[config.mk]
export PLATFORM = sky130hd
export DESIGN_NAME = hll_top
export DESIGN_NICKNAME = d
export VERILOG_FILES = /design/src/source/hll_pkg.sv /design/src/source/hll_slave.sv /design/src/source/hll_item_port.sv /design/src/source/hll_hash.sv /design/src/source/hll_sketch.sv /design/src/source/hll_estimator.sv /design/src/source/hll_top.sv
export SDC_FILE = /design/constraint.sdc
export NUM_CORES = 2
export LEC_CHECK = 0
export BUFFER_PORTS_ARGS = -buffer_cell sky130_fd_sc_hd__buf_2
export CAP_MARGIN = 25
export CORE_MARGIN = 1
export CORE_UTILIZATION = 57
export CTS_CLUSTER_DIAMETER = 200
export DETAILED_ROUTE_END_ITERATION = 10
export GPL_TIMING_DRIVEN = 0
export PLACE_DENSITY = 0.87
export SLEW_MARGIN = 20
export SYNTH_ARGS = -nofsm -noshare
export SYNTH_HDL_FRONTEND = slang
export SYNTH_SLANG_ARGS = --single-unit
export TNS_END_PERCENT = 100
[constraint.sdc]
create_clock -name aclk -period 6.86 [get_ports aclk]
set_input_delay 0.686 -clock aclk [delete_from_list [all_inputs] [get_ports aclk]]
set_output_delay 0.686 -clock aclk [all_outputs]
set_load 0.02 [all_outputs]
[src/source/hll_pkg.sv]
/*
 * HyperLogLog sketch shared definitions
 * Bus widths, AXI-Lite channel structs, control and result
 * words, and the register map of the control slave.
 */
package hll_pkg;

  // -- Widths ---------------------------------------
  localparam int AXIL_DATA_BITS = 64;
  localparam int AXIL_ADDR_BITS = 8;
  localparam int ITEM_BITS      = 32;
  localparam int HASH_BITS      = 32;
  localparam int RANK_BITS      = 5;
  localparam int SUM_BITS       = 48;
  localparam int ZCNT_BITS      = 16;

  // Byte offsets of the slave registers
  localparam logic [AXIL_ADDR_BITS-1:0] REG_CTRL   = 8'h00;
  localparam logic [AXIL_ADDR_BITS-1:0] REG_STATUS = 8'h08;
  localparam logic [AXIL_ADDR_BITS-1:0] REG_RESULT = 8'h10;

  // -- AXI-Lite channels ----------------------------
  typedef struct packed {
    logic                        awvalid;
    logic [AXIL_ADDR_BITS-1:0]   awaddr;
    logic                        wvalid;
    logic [AXIL_DATA_BITS-1:0]   wdata;
    logic [AXIL_DATA_BITS/8-1:0] wstrb;
    logic                        bready;
    logic                        arvalid;
    logic [AXIL_ADDR_BITS-1:0]   araddr;
    logic                        rready;
  } axil_req_t;

  typedef struct packed {
    logic                      awready;
    logic                      wready;
    logic                      bvalid;
    logic [1:0]                bresp;
    logic                      arready;
    logic                      rvalid;
    logic [AXIL_DATA_BITS-1:0] rdata;
    logic [1:0]                rresp;
  } axil_rsp_t;

  // -- Core control and result ----------------------
  typedef struct packed {
    logic clear;
    logic estimate;
  } hll_ctrl_t;

  // Zero count sits in the upper 16 bits of the result word
  typedef struct packed {
    logic [ZCNT_BITS-1:0] zero_count;
    logic [SUM_BITS-1:0]  harmonic_sum;
  } hll_result_t;

endpackage

[src/source/hll_slave.sv]
/*
 * HLL control slave
 * AXI-Lite register slave with a self-clearing control register,
 * a status register and the captured estimator result.
 * Every response is OKAY.
 */
`timescale 1ns/1ns

module hll_slave (
  input  logic                aclk,
  input  logic                aresetn,
  input  hll_pkg::axil_req_t  axil_req,
  output hll_pkg::axil_rsp_t  axil_rsp,
  input  logic                result_valid,
  input  hll_pkg::hll_result_t result,
  input  logic                busy,
  output hll_pkg::hll_ctrl_t  ctrl
);

  // -- Declarations ---------------------------------
  logic                               wr_ready;
  logic                               aw_en;
  logic                               bvalid;
  logic                               arready;
  logic                               rvalid;
  logic [hll_pkg::AXIL_DATA_BITS-1:0] rdata;
  logic [hll_pkg::AXIL_DATA_BITS-1:0] rd_mux;
  logic                               wr_en;
  logic                               rd_en;
  logic                               stat_valid;
  hll_pkg::hll_result_t               result_q;

  assign wr_en = wr_ready && axil_req.awvalid && axil_req.wvalid;
  assign rd_en = arready && axil_req.arvalid && ~rvalid;

  // -- Write channel --------------------------------
  // AW and W are taken together, one transfer per response
  always_ff @(posedge aclk, negedge aresetn)
  begin
    if (!aresetn)
    begin
      wr_ready <= 1'b0;
      aw_en    <= 1'b1;
    end
    else if (~wr_ready && axil_req.awvalid && axil_req.wvalid && aw_en)
    begin
      wr_ready <= 1'b1;
      aw_en    <= 1'b0;
    end
    else
    begin
      wr_ready <= 1'b0;
      if (axil_req.bready && bvalid)
        aw_en <= 1'b1;
    end
  end

  always_ff @(posedge aclk, negedge aresetn)
  begin
    if (!aresetn)
      bvalid <= 1'b0;
    else if (wr_en && ~bvalid)
      bvalid <= 1'b1;
    else if (axil_req.bready && bvalid)
      bvalid <= 1'b0;
  end

  // Control bits are pulses, cleared the cycle after the write
  always_ff @(posedge aclk, negedge aresetn)
  begin
    if (!aresetn)
      ctrl <= '0;
    else
    begin
      ctrl <= '0;
      if (wr_en && axil_req.awaddr == hll_pkg::REG_CTRL && axil_req.wstrb[0])
      begin
        ctrl.clear    <= axil_req.wdata[0];
        ctrl.estimate <= axil_req.wdata[1];
      end
    end
  end

  // -- Status and result ----------------------------
  always_ff @(posedge aclk, negedge aresetn)
  begin
    if (!aresetn)
    begin
      stat_valid <= 1'b0;
      result_q   <= '0;
    end
    else if (result_valid)
    begin
      stat_valid <= 1'b1;
      result_q   <= result;
    end
    else if (ctrl.clear || ctrl.estimate)
      stat_valid <= 1'b0;
  end

  // -- Read channel ---------------------------------
  always_comb
  begin
    rd_mux = '0;
    case (axil_req.araddr)
      hll_pkg::REG_STATUS: rd_mux[1:0] = {busy, stat_valid};
      hll_pkg::REG_RESULT: rd_mux      = result_q;
      default:             rd_mux      = '0;
    endcase
  end

  always_ff @(posedge aclk, negedge aresetn)
  begin
    if (!aresetn)
      arready <= 1'b0;
    else
      arready <= ~arready && axil_req.arvalid;
  end

  always_ff @(posedge aclk, negedge aresetn)
  begin
    if (!aresetn)
    begin
      rvalid <= 1'b0;
      rdata  <= '0;
    end
    else if (rd_en)
    begin
      rvalid <= 1'b1;
      rdata  <= rd_mux;
    end
    else if (rvalid && axil_req.rready)
      rvalid <= 1'b0;
  end

  // -- Outputs --------------------------------------
  assign axil_rsp.awready = wr_ready;
  assign axil_rsp.wready  = wr_ready;
  assign axil_rsp.bvalid  = bvalid;
  assign axil_rsp.bresp   = 2'b00;
  assign axil_rsp.arready = arready;
  assign axil_rsp.rvalid  = rvalid;
  assign axil_rsp.rdata   = rdata;
  assign axil_rsp.rresp   = 2'b00;

endmodule

[src/source/hll_item_port.sv]
/*
 * HLL item port
 * Four-phase req/ack receiver, one item strobe per exchange.
 */
`timescale 1ns/1ns

module hll_item_port (
  input  logic                          aclk,
  input  logic                          aresetn,
  input  logic                          item_req,
  input  logic [hll_pkg::ITEM_BITS-1:0] item_data,
  output logic                          item_ack,
  input  logic                          hold,
  output logic                          item_valid,
  output logic [hll_pkg::ITEM_BITS-1:0] item
);

  typedef enum logic {
    S_IDLE,
    S_ACKED
  } state_t;

  state_t state;

  always_ff @(posedge aclk, negedge aresetn)
  begin
    if (!aresetn)
    begin
      state      <= S_IDLE;
      item_valid <= 1'b0;
    end
    else
    begin
      item_valid <= 1'b0;
      case (state)
        S_IDLE:
          // Refuse new exchanges while the estimator holds us off
          if (item_req && !hold)
          begin
            state      <= S_ACKED;
            item_valid <= 1'b1;
          end
        S_ACKED:
          if (!item_req)
            state <= S_IDLE;
        default: state <= S_IDLE;
      endcase
    end
  end

  // Data is stable while req is high
  always_ff @(posedge aclk)
  begin
    if (state == S_IDLE && item_req && !hold)
      item <= item_data;
  end

  assign item_ack = (state == S_ACKED);

endmodule

[src/source/hll_hash.sv]
/*
 * HLL hash
 * MurmurHash3 32-bit finalizer, three register stages,
 * one item accepted per cycle.
 */
`timescale 1ns/1ns

module hll_hash (
  input  logic                          aclk,
  input  logic                          aresetn,
  input  logic                          in_valid,
  input  logic [hll_pkg::ITEM_BITS-1:0] in_data,
  output logic                          out_valid,
  output logic [hll_pkg::HASH_BITS-1:0] out_hash,
  output logic                          pipe_busy
);

  localparam logic [31:0] C1 = 32'h85eb_ca6b;
  localparam logic [31:0] C2 = 32'hc2b2_ae35;

  logic [2:0]                    stg_valid;
  logic [hll_pkg::HASH_BITS-1:0] stg1;
  logic [hll_pkg::HASH_BITS-1:0] stg2;
  logic [hll_pkg::HASH_BITS-1:0] stg3;

  // Valid bits follow the data down the pipe
  always_ff @(posedge aclk, negedge aresetn)
  begin
    if (!aresetn)
      stg_valid <= '0;
    else
      stg_valid <= {stg_valid[1:0], in_valid};
  end

  always_ff @(posedge aclk)
  begin
    stg1 <= (in_data ^ (in_data >> 16)) * C1;
    stg2 <= (stg1 ^ (stg1 >> 13)) * C2;
    stg3 <= stg2 ^ (stg2 >> 16);
  end

  assign out_valid = stg_valid[2];
  assign out_hash  = stg3;

  // Input strobe counts too, so a just-captured item is not missed
  assign pipe_busy = in_valid || (|stg_valid);

endmodule

[src/source/hll_sketch.sv]
/*
 * HLL sketch
 * Bucket register file. Each hash selects a bucket by its top
 * bits and keeps the running maximum rank of the rest.
 * Combinational scan read port for the estimator.
 */
`timescale 1ns/1ns

module hll_sketch #(
  parameter int IDX_BITS = 4
) (
  input  logic                          aclk,
  input  logic                          aresetn,
  input  logic                          clear,
  input  logic                          hash_valid,
  input  logic [hll_pkg::HASH_BITS-1:0] hash,
  input  logic [IDX_BITS-1:0]           scan_idx,
  output logic [hll_pkg::RANK_BITS-1:0] scan_value
);

  localparam int NUM_BUCKETS = 1 << IDX_BITS;
  localparam int REM_BITS    = hll_pkg::HASH_BITS - IDX_BITS;

  logic [hll_pkg::RANK_BITS-1:0] bucket [NUM_BUCKETS];
  logic [IDX_BITS-1:0]           upd_idx;
  logic [REM_BITS-1:0]           upd_rem;
  logic [hll_pkg::RANK_BITS-1:0] upd_rank;

  // Leading zero count plus one, all zeros gives REM_BITS+1
  function automatic logic [hll_pkg::RANK_BITS-1:0] rank_of(
    input logic [REM_BITS-1:0] bits
  );
    logic [hll_pkg::RANK_BITS-1:0] r;
    r = hll_pkg::RANK_BITS'(REM_BITS + 1);
    for (int i = 0; i < REM_BITS; i++)
    begin
      if (bits[i])
        r = hll_pkg::RANK_BITS'(REM_BITS - i);
    end
    return r;
  endfunction

  // -- Hash split -----------------------------------
  assign upd_idx  = hash[hll_pkg::HASH_BITS-1 -: IDX_BITS];
  assign upd_rem  = hash[REM_BITS-1:0];
  assign upd_rank = rank_of(upd_rem);

  // -- Bucket update --------------------------------
  always_ff @(posedge aclk, negedge aresetn)
  begin
    if (!aresetn)
    begin
      for (int i = 0; i < NUM_BUCKETS; i++)
        bucket[i] <= '0;
    end
    else if (clear)
    begin
      for (int i = 0; i < NUM_BUCKETS; i++)
        bucket[i] <= '0;
    end
    else if (hash_valid && upd_rank > bucket[upd_idx])
      bucket[upd_idx] <= upd_rank;
  end

  assign scan_value = bucket[scan_idx];

endmodule

[src/source/hll_estimator.sv]
/*
 * HLL estimator
 * Waits for the hash pipe to drain, then scans every bucket,
 * summing 2^(rem+1-value) and counting empty buckets.
 */
`timescale 1ns/1ns

module hll_estimator #(
  parameter int IDX_BITS = 4
) (
  input  logic                          aclk,
  input  logic                          aresetn,
  input  logic                          estimate,
  input  logic                          clear,
  input  logic                          pipe_busy,
  output logic [IDX_BITS-1:0]           scan_idx,
  input  logic [hll_pkg::RANK_BITS-1:0] scan_value,
  output logic                          hold,
  output logic                          busy,
  output logic                          result_valid,
  output hll_pkg::hll_result_t          result
);

  localparam int                  EXP_MAX  = hll_pkg::HASH_BITS - IDX_BITS + 1;
  localparam logic [IDX_BITS-1:0] LAST_IDX = '1;

  typedef enum logic [1:0] {
    S_IDLE,
    S_DRAIN,
    S_SCAN
  } state_t;

  state_t                        state;
  logic [hll_pkg::SUM_BITS-1:0]  sum_acc;
  logic [hll_pkg::SUM_BITS-1:0]  sum_next;
  logic [hll_pkg::ZCNT_BITS-1:0] zcnt_acc;
  logic [hll_pkg::ZCNT_BITS-1:0] zcnt_next;

  assign sum_next  = sum_acc + (hll_pkg::SUM_BITS'(1) << (EXP_MAX - int'(scan_value)));
  assign zcnt_next = zcnt_acc + hll_pkg::ZCNT_BITS'(scan_value == '0);

  // -- Sequencer ------------------------------------
  always_ff @(posedge aclk, negedge aresetn)
  begin
    if (!aresetn)
    begin
      state        <= S_IDLE;
      scan_idx     <= '0;
      result_valid <= 1'b0;
    end
    else
    begin
      result_valid <= 1'b0;
      if (clear)
        state <= S_IDLE;
      else
        case (state)
          S_IDLE:
            if (estimate)
              state <= S_DRAIN;
          S_DRAIN:
            if (!pipe_busy)
            begin
              state    <= S_SCAN;
              scan_idx <= '0;
            end
          S_SCAN:
          begin
            scan_idx <= scan_idx + 1'b1;
            if (scan_idx == LAST_IDX)
            begin
              state        <= S_IDLE;
              result_valid <= 1'b1;
            end
          end
          default: state <= S_IDLE;
        endcase
    end
  end

  // -- Accumulators ---------------------------------
  always_ff @(posedge aclk)
  begin
    if (state == S_DRAIN)
    begin
      sum_acc  <= '0;
      zcnt_acc <= '0;
    end
    else if (state == S_SCAN)
    begin
      sum_acc  <= sum_next;
      zcnt_acc <= zcnt_next;
      if (scan_idx == LAST_IDX)
      begin
        result.zero_count   <= zcnt_next;
        result.harmonic_sum <= sum_next;
      end
    end
  end

  // Items stay out for the whole drain and scan
  assign busy = (state != S_IDLE);
  assign hold = (state != S_IDLE);

endmodule

[src/source/hll_top.sv]
/*
 * HLL top
 * HyperLogLog sketch with AXI-Lite control and a four-phase
 * item port.
 */
`timescale 1ns/1ns

module hll_top #(
  parameter int IDX_BITS = 4
) (
  input  logic                          aclk,
  input  logic                          aresetn,
  input  hll_pkg::axil_req_t            axil_req,
  output hll_pkg::axil_rsp_t            axil_rsp,
  input  logic                          item_req,
  input  logic [hll_pkg::ITEM_BITS-1:0] item_data,
  output logic                          item_ack
);

  // -- Internal wires -------------------------------
  hll_pkg::hll_ctrl_t            ctrl;
  hll_pkg::hll_result_t          result;
  logic                          result_valid;
  logic                          busy;
  logic                          hold;
  logic                          item_valid;
  logic [hll_pkg::ITEM_BITS-1:0] item;
  logic                          hash_valid;
  logic [hll_pkg::HASH_BITS-1:0] hash;
  logic                          pipe_busy;
  logic [IDX_BITS-1:0]           scan_idx;
  logic [hll_pkg::RANK_BITS-1:0] scan_value;

  hll_slave u_slave (
    .aclk         (aclk),
    .aresetn      (aresetn),
    .axil_req     (axil_req),
    .axil_rsp     (axil_rsp),
    .result_valid (result_valid),
    .result       (result),
    .busy         (busy),
    .ctrl         (ctrl)
  );

  hll_item_port u_item_port (
    .aclk       (aclk),
    .aresetn    (aresetn),
    .item_req   (item_req),
    .item_data  (item_data),
    .item_ack   (item_ack),
    .hold       (hold),
    .item_valid (item_valid),
    .item       (item)
  );

  hll_hash u_hash (
    .aclk      (aclk),
    .aresetn   (aresetn),
    .in_valid  (item_valid),
    .in_data   (item),
    .out_valid (hash_valid),
    .out_hash  (hash),
    .pipe_busy (pipe_busy)
  );

  hll_sketch #(.IDX_BITS(IDX_BITS)) u_sketch (
    .aclk       (aclk),
    .aresetn    (aresetn),
    .clear      (ctrl.clear),
    .hash_valid (hash_valid),
    .hash       (hash),
    .scan_idx   (scan_idx),
    .scan_value (scan_value)
  );

  hll_estimator #(.IDX_BITS(IDX_BITS)) u_estimator (
    .aclk         (aclk),
    .aresetn      (aresetn),
    .estimate     (ctrl.estimate),
    .clear        (ctrl.clear),
    .pipe_busy    (pipe_busy),
    .scan_idx     (scan_idx),
    .scan_value   (scan_value),
    .hold         (hold),
    .busy         (busy),
    .result_valid (result_valid),
    .result       (result)
  );

endmodule

-- Yosys cells after proc, flatten, opt, wreduce, memory -nomap -nowiden
Index checks and enable logic that the tools add are counted.
Widths: inputs -> output; s select.
- memory bits (writable): 0
- output and inout bits: 74
- flip-flop bits (word level): 484
- bits of input ports: 128
- latch bits: 0
- logic and storage cells: 173
- ROM bits: 0
- memories: 0
- multiply operators: 2
- bitwise operators: 12
- shift-type cells: 1
- order comparisons: 4
- multiplexer cells: 65
- div/mod/pow operators: 0
- add/sub/neg operators: 4
- reduce and logical (&&, ||, !) cells: 35
- eq/ne operators: 9
- operator list (kind ; count):
    $mux 5 ; 32
    $mux 80 ; 2
    $bwmux 80 ; 1
    $xor 32x16->32 ; 2
    $mux 62 ; 1
    $add 48x48->48 ; 1
    $shl 1x32->48 const A ; 1
    $bmux 5 s4 ; 2
    $mul 32x31->32 const B ; 1
    $mul 32x32->32 const B ; 1
    $xor 32x19->32 ; 1
    $demux 5 s4 ; 1
    $logic_and 1x1->1 ; 18
    $add 16x1->16 ; 1
    $mux 1 ; 16
    $reduce_bool 2->1 ; 7
    $ge 5x5->1 const B ; 2
    $mux 2 ; 5
    $not 4->5 ; 2
    $reduce_and 3->1 ; 3
    $eq 8x4->1 const B ; 1
    $eq 8x5->1 const B ; 1
    $logic_not 8->1 ; 1
    $pmux 4 s2 ; 1
    20 further kinds ; 28

-- Depth between registers and ports, before layout
- word-level depth: 32
- gate-level depth with buffers: 27
- gate-level depth less buffers: 26

-- Cells and area by module
From an unflattened synthesis, not the netlist that was laid out.
- cells, all modules: 3537
- area, all modules: 39200.1 um2
- modules (own cells, without submodules) (module ; cells each ; area each (um2) ; times used):
    hll_hash ; 1933 ; 19951.6 ; 1
    hll_estimator ; 790 ; 7716.2 ; 1
    hll_sketch ; 453 ; 5385.2 ; 1
    hll_slave ; 323 ; 5109.9 ; 1
    hll_item_port ; 38 ; 1037.2 ; 1

-- Least setup slack after synthesis
OpenSTA, ideal clock, no wires.
- kind: register to register
- start: register u_item_port.item[23] (netlist bit)
- end: register u_hash.stg1[31] (netlist bit)
- stages on the path, launching flop included: 27
- path slack: 0.087 ns
- arrival: 6.652 ns
- path buffers: 1
- cell sequence: edfxtp_1 > xor2_1 > inv_1 > fa_1 > fa_1 > fa_1 > inv_1 > ha_1 > inv_1 > fa_1 > inv_1 > fa_1 > fa_1 > inv_1 > fa_1 > inv_1 > ha_1 > clkbuf_1 > nand2_1 > nor2_1 > and3_1 > a21oi_1 > o21ai_0 > o41a_1 > a211oi_1 > a21oi_1 > xnor2_1
- word-level cells in the longest chain between the ends: 2
- ends and longest elaborated chain (what ; RTL line ; RTL):
    from (decl) ; hll_item_port.sv:15 ; output logic [hll_pkg::ITEM_BITS-1:0] item
    from (signal assigned) ; hll_item_port.sv:55 ; item <= item_data;
    $xor 32x16->32 ; hll_hash.sv:37 ; stg1 <= (in_data ^ (in_data >> 16)) * C1;
    $mul 32x32->32 ; hll_hash.sv:37 ;
    to (signal assigned) ; hll_hash.sv:37 ;
    to (decl) ; hll_hash.sv:22 ; logic [hll_pkg::HASH_BITS-1:0] stg1;
No other way between the ends.
A chain may end at the register's enable or synchronous reset.

-- Worst setup path in the final report
- start: register u_item_port.item[21] (netlist bit)
- end: register u_hash.stg1[31] (netlist bit)
Same word-level chain as after synthesis.

==> impl_results.md <==
- Post-synthesis sequential area ratio: a little under a third
- Worst path slowest cell: fa_1
- CTS Hold Bufs: 0
- Total GRT Usage: between 20% and 30%
- Ports: approximately 200
- Nets: between 4k and 5k
- Drt drc: 0
- Post-synth EDFFs: 96
- R2R setup slack: -360 ps
- Crit path max fanout: 5
- Fin crit share: 105.2%
- DP Wirelength: around 74 mm
- Routed Antenna Nets: 0
- Global-route wire length before repair: between 150 and 200 mm
- Avg Cell Area, Syn: 10.88 um^2
- Die Ht: 261.8 um
- Synthesized flop and latch total: around 480
- Clock sink count: about 480
- Status: finished with violations
- Final Setup Violations: 12
- Starting Density: between 50% and 60%
- CP required: ~7300 ps
- # fillers: between 4k and 5k
- Reg-to-reg startpoint: u_item_port.item[21]
- Kind of critical path: reg -> reg
- Design area: 44210 um^2
- CP arrival: 7680 ps
- Crit path largest cell delay: around 530 ps
- TritonCTS buffer count: 49
- Async set-reset flop share out of synthesis: between 40 and 50%
- Period minus WS final: ~7200 ps
- Dpl cell area: a little over 40000 um^2
- RR Endpoint: u_hash.stg1[31]
- Initial drt markers: about 3k
- Min-Delay Path Class: in -> async
- Main synth FF type: dfrtp_1
- Vias in the first global route: slightly below 30k
- Clock buffer depth: 3
- Worst Slack Setup Final: -359.7 ps
- Worst-path clk slew: around 60 ps
- Unrepaired setup endpoints after global routing: true
- CP startpoint kind: flop
- Initial antenna violation count: 7
- Clk_lat worst skew: ~630 ps
- Hold slack: 32.72 ps
- Max_slew headroom: around a quarter
- Vias per Instance: between 6 and 7
- Row count: 94
- Routed wire length: approximately 110 mm
- CTS tree: built
- Vias post-DR: roughly 29k
- Worst Reg-to-Reg Cells: 25
- Pins over their slew limit: 0
- Gate Count Post-Synth: ~3.5k
- Crit path buf inv count: 6
- CP endpoint kind: flop
- YS warnings: 0
- Clock root buffer: clkbuf_16
- Count of final hold-check violations: 0
- Setup TNS: -1749 ps
- Area Overhead vs Synth: 14.96%
- Crit path max-delay family: adder cells
- Cell mode on critical path: inv_1
- Clock Skew: 23.15 ps
- # port buffers: about 130
- GP Congestion: 0.9936
- Mapped Area: a little under 40000 um^2
- Core ar.: ~66000 um^2
- Maximum capacitance violations: 0
- Actual slew at the worst max-slew pin: between 1000 and 1500 ps
- Max Clock Freq: 138.5 MHz
- Failing checks: negative setup slack
- Avg WL per Cell: 23.60 um
- GRT Residual Overflow: 0
- Die ar.: between 60000 and 70000 um^2
- Netlist cell types: slightly above 80
- Die width: between 200 and 300 um
- Htree depth: 2
- Largest net degree at the start of global routing: 100
- Pre-antenna DRT Iters: 6
- Share of post-route cells with drive strength above 1: about 16%
[repair_timing]
action,CTS,global route
endpoints found under the setup margin,19,13
buffers inserted,48,59
hold endpoints to repair,0,0
cloned,0,0
pin swaps,23,61
resized for setup,106,122
[worst max path at each step]
stage	startpoint	endpoint	cells after the start
6_report	u_item_port.item[21]	u_hash.stg1[31]	25
5_1_grt	u_item_port.item[21]	u_hash.stg1[31]	25
4_1_cts	u_hash.stg1[22]	u_hash.stg2[31]	21
3_5_place_dp	u_hash.stg1[21]	u_hash.stg2[31]	21
3_3_place_gp	u_hash.stg1[21]	u_hash.stg2[31]	21
2_1_floorplan	u_item_port.item[23]	u_hash.stg1[31]	26
[sequential cells by signal, indices dropped and copies added (netlist names), 2 cells and up]
| register | count |
|---|---|
| u_hash.stg_valid | 3 |
| u_hash.stg2 | 32 |
| u_slave.result_q | 64 |
| u_sketch.bucket | 80 |
| u_estimator.result | 64 |
| u_estimator.state | 2 |
| u_hash.out_hash | 32 |
| u_hash.stg1 | 32 |
| u_item_port.item | 32 |
| u_estimator.sum_acc | 48 |
| u_slave.ctrl | 2 |
| u_slave.rdata | 64 |
| u_estimator.scan_idx | 4 |
| u_estimator.zcnt_acc | 16 |
[cell usage after synthesis, types with 23 or more instances]
library cell | number | share of area, %
inv_1 | 648 | 6.3
ha_1 | 440 | 14
fa_1 | 396 | 21
dfrtp_1 | 227 | 15
nor2_1 | 176 | 1.7
a21oi_1 | 166 | 2.2
dfxtp_1 | 160 | 8.3
nand2_1 | 159 | 1.6
xnor2_1 | 123 | 2.8
xor2_1 | 110 | 2.5
edfxtp_1 | 96 | 7.5
clkbuf_1 | 78 | 0.76
nand3_1 | 67 | 0.87
mux2_2 | 66 | 1.9
o21ai_0 | 66 | 0.86
a22o_1 | 62 | 1.4
mux2i_1 | 54 | 1.4
mux4_2 | 50 | 2.9
and3_1 | 33 | 0.54
nor3_1 | 31 | 0.40
o21a_1 | 25 | 0.49
or3_1 | 25 | 0.41
a21o_1 | 23 | 0.45
[cells by family after synthesis]
logic type | after synthesis | synth area share [%]
simple gates | 590 | 7.265
flops | 484 | 30.66
mux | 170 | 6.266
xor+xnor | 233 | 5.306
buf+inv | 751 | 7.489
fa+ha+maj | 836 | 34.93
other cells | 1 | 0.009751
compound gates | 469 | 8.072
[per-stage QoR]
stage / setup slack [ps] / util [%] / std cells
2_1_floorplan: 87.35 / - / 3552
3_3_place_gp: -1109 / 60.78 / 4544
3_5_place_dp: -1191 / 61.06 / 4554
4_1_cts: 8.114 / 65.21 / 4693
5_1_grt: -395.1 / 66.77 / 4752
6_report: -359.7 / 66.77 / 4753
[metal layers]
metal	up-vias	track usage [%]	part of all wire (%)
li1	12310	-	-
met1	14145	36.89	35
met2	1836	49.39	47
met3	674	5.700	10
met4	8	15.78	7.8
met5	-	0	0.077
[cells in the final DEF (no fill, tap or decap), drive strengths merged, types with 8 or more instances in the layout]
| cell type | synthesis | layout |
|---|---|---|
| clkbuf | 79 | 152 |
| a2111oi | 9 | 9 |
| mux2i | 54 | 54 |
| o31ai | 8 | 8 |
| nand2b | 11 | 11 |
| dfrtp | 227 | 227 |
| and3 | 33 | 33 |
| nor3b | 9 | 9 |
| mux2 | 66 | 66 |
| o21a | 25 | 25 |
| nand3 | 68 | 68 |
| inv | 649 | 651 |
| clkinv | 1 | 13 |
| nor2b | 17 | 17 |
| edfxtp | 96 | 96 |
| a31oi | 8 | 8 |
| a21o | 23 | 23 |
| buf | 22 | 267 |
| o211ai | 13 | 13 |
| mux4 | 50 | 50 |
| dfxtp | 160 | 160 |
| xnor2 | 123 | 123 |
| or3 | 25 | 25 |
| a21oi | 167 | 167 |
| a22o | 62 | 62 |
| nor2 | 176 | 176 |
| and2 | 12 | 12 |
| xor2 | 110 | 110 |
| a211oi | 21 | 21 |
| fa | 396 | 396 |
| ha | 440 | 440 |
| o21ai | 69 | 69 |
| nor3 | 31 | 31 |
| nand4 | 13 | 13 |
| nand2 | 159 | 159 |
| o21bai | 12 | 12 |
| a31o | 9 | 9 |
| nor4 | 15 | 15 |
| conb | 1 | 19 |
[layout make-up]
class                      count  area, um^2  share of cell area (%)
multi-input combinational   2317       25070                   56.70
tap                          864        1081                   2.445
sequential                   484       11850                   26.81
inverter                     650        2446                   5.533
timing repair buffer         245        1644                   3.719
antenna                        1       2.502                0.005660
buffer                       100       436.7                  0.9877
clock buffer                  74        1463                   3.308
clock inverter                18       219.0                  0.4952
Power is not shown: default switching activity piles up to over one toggle a cycle in this logic, so the estimate is an artifact.
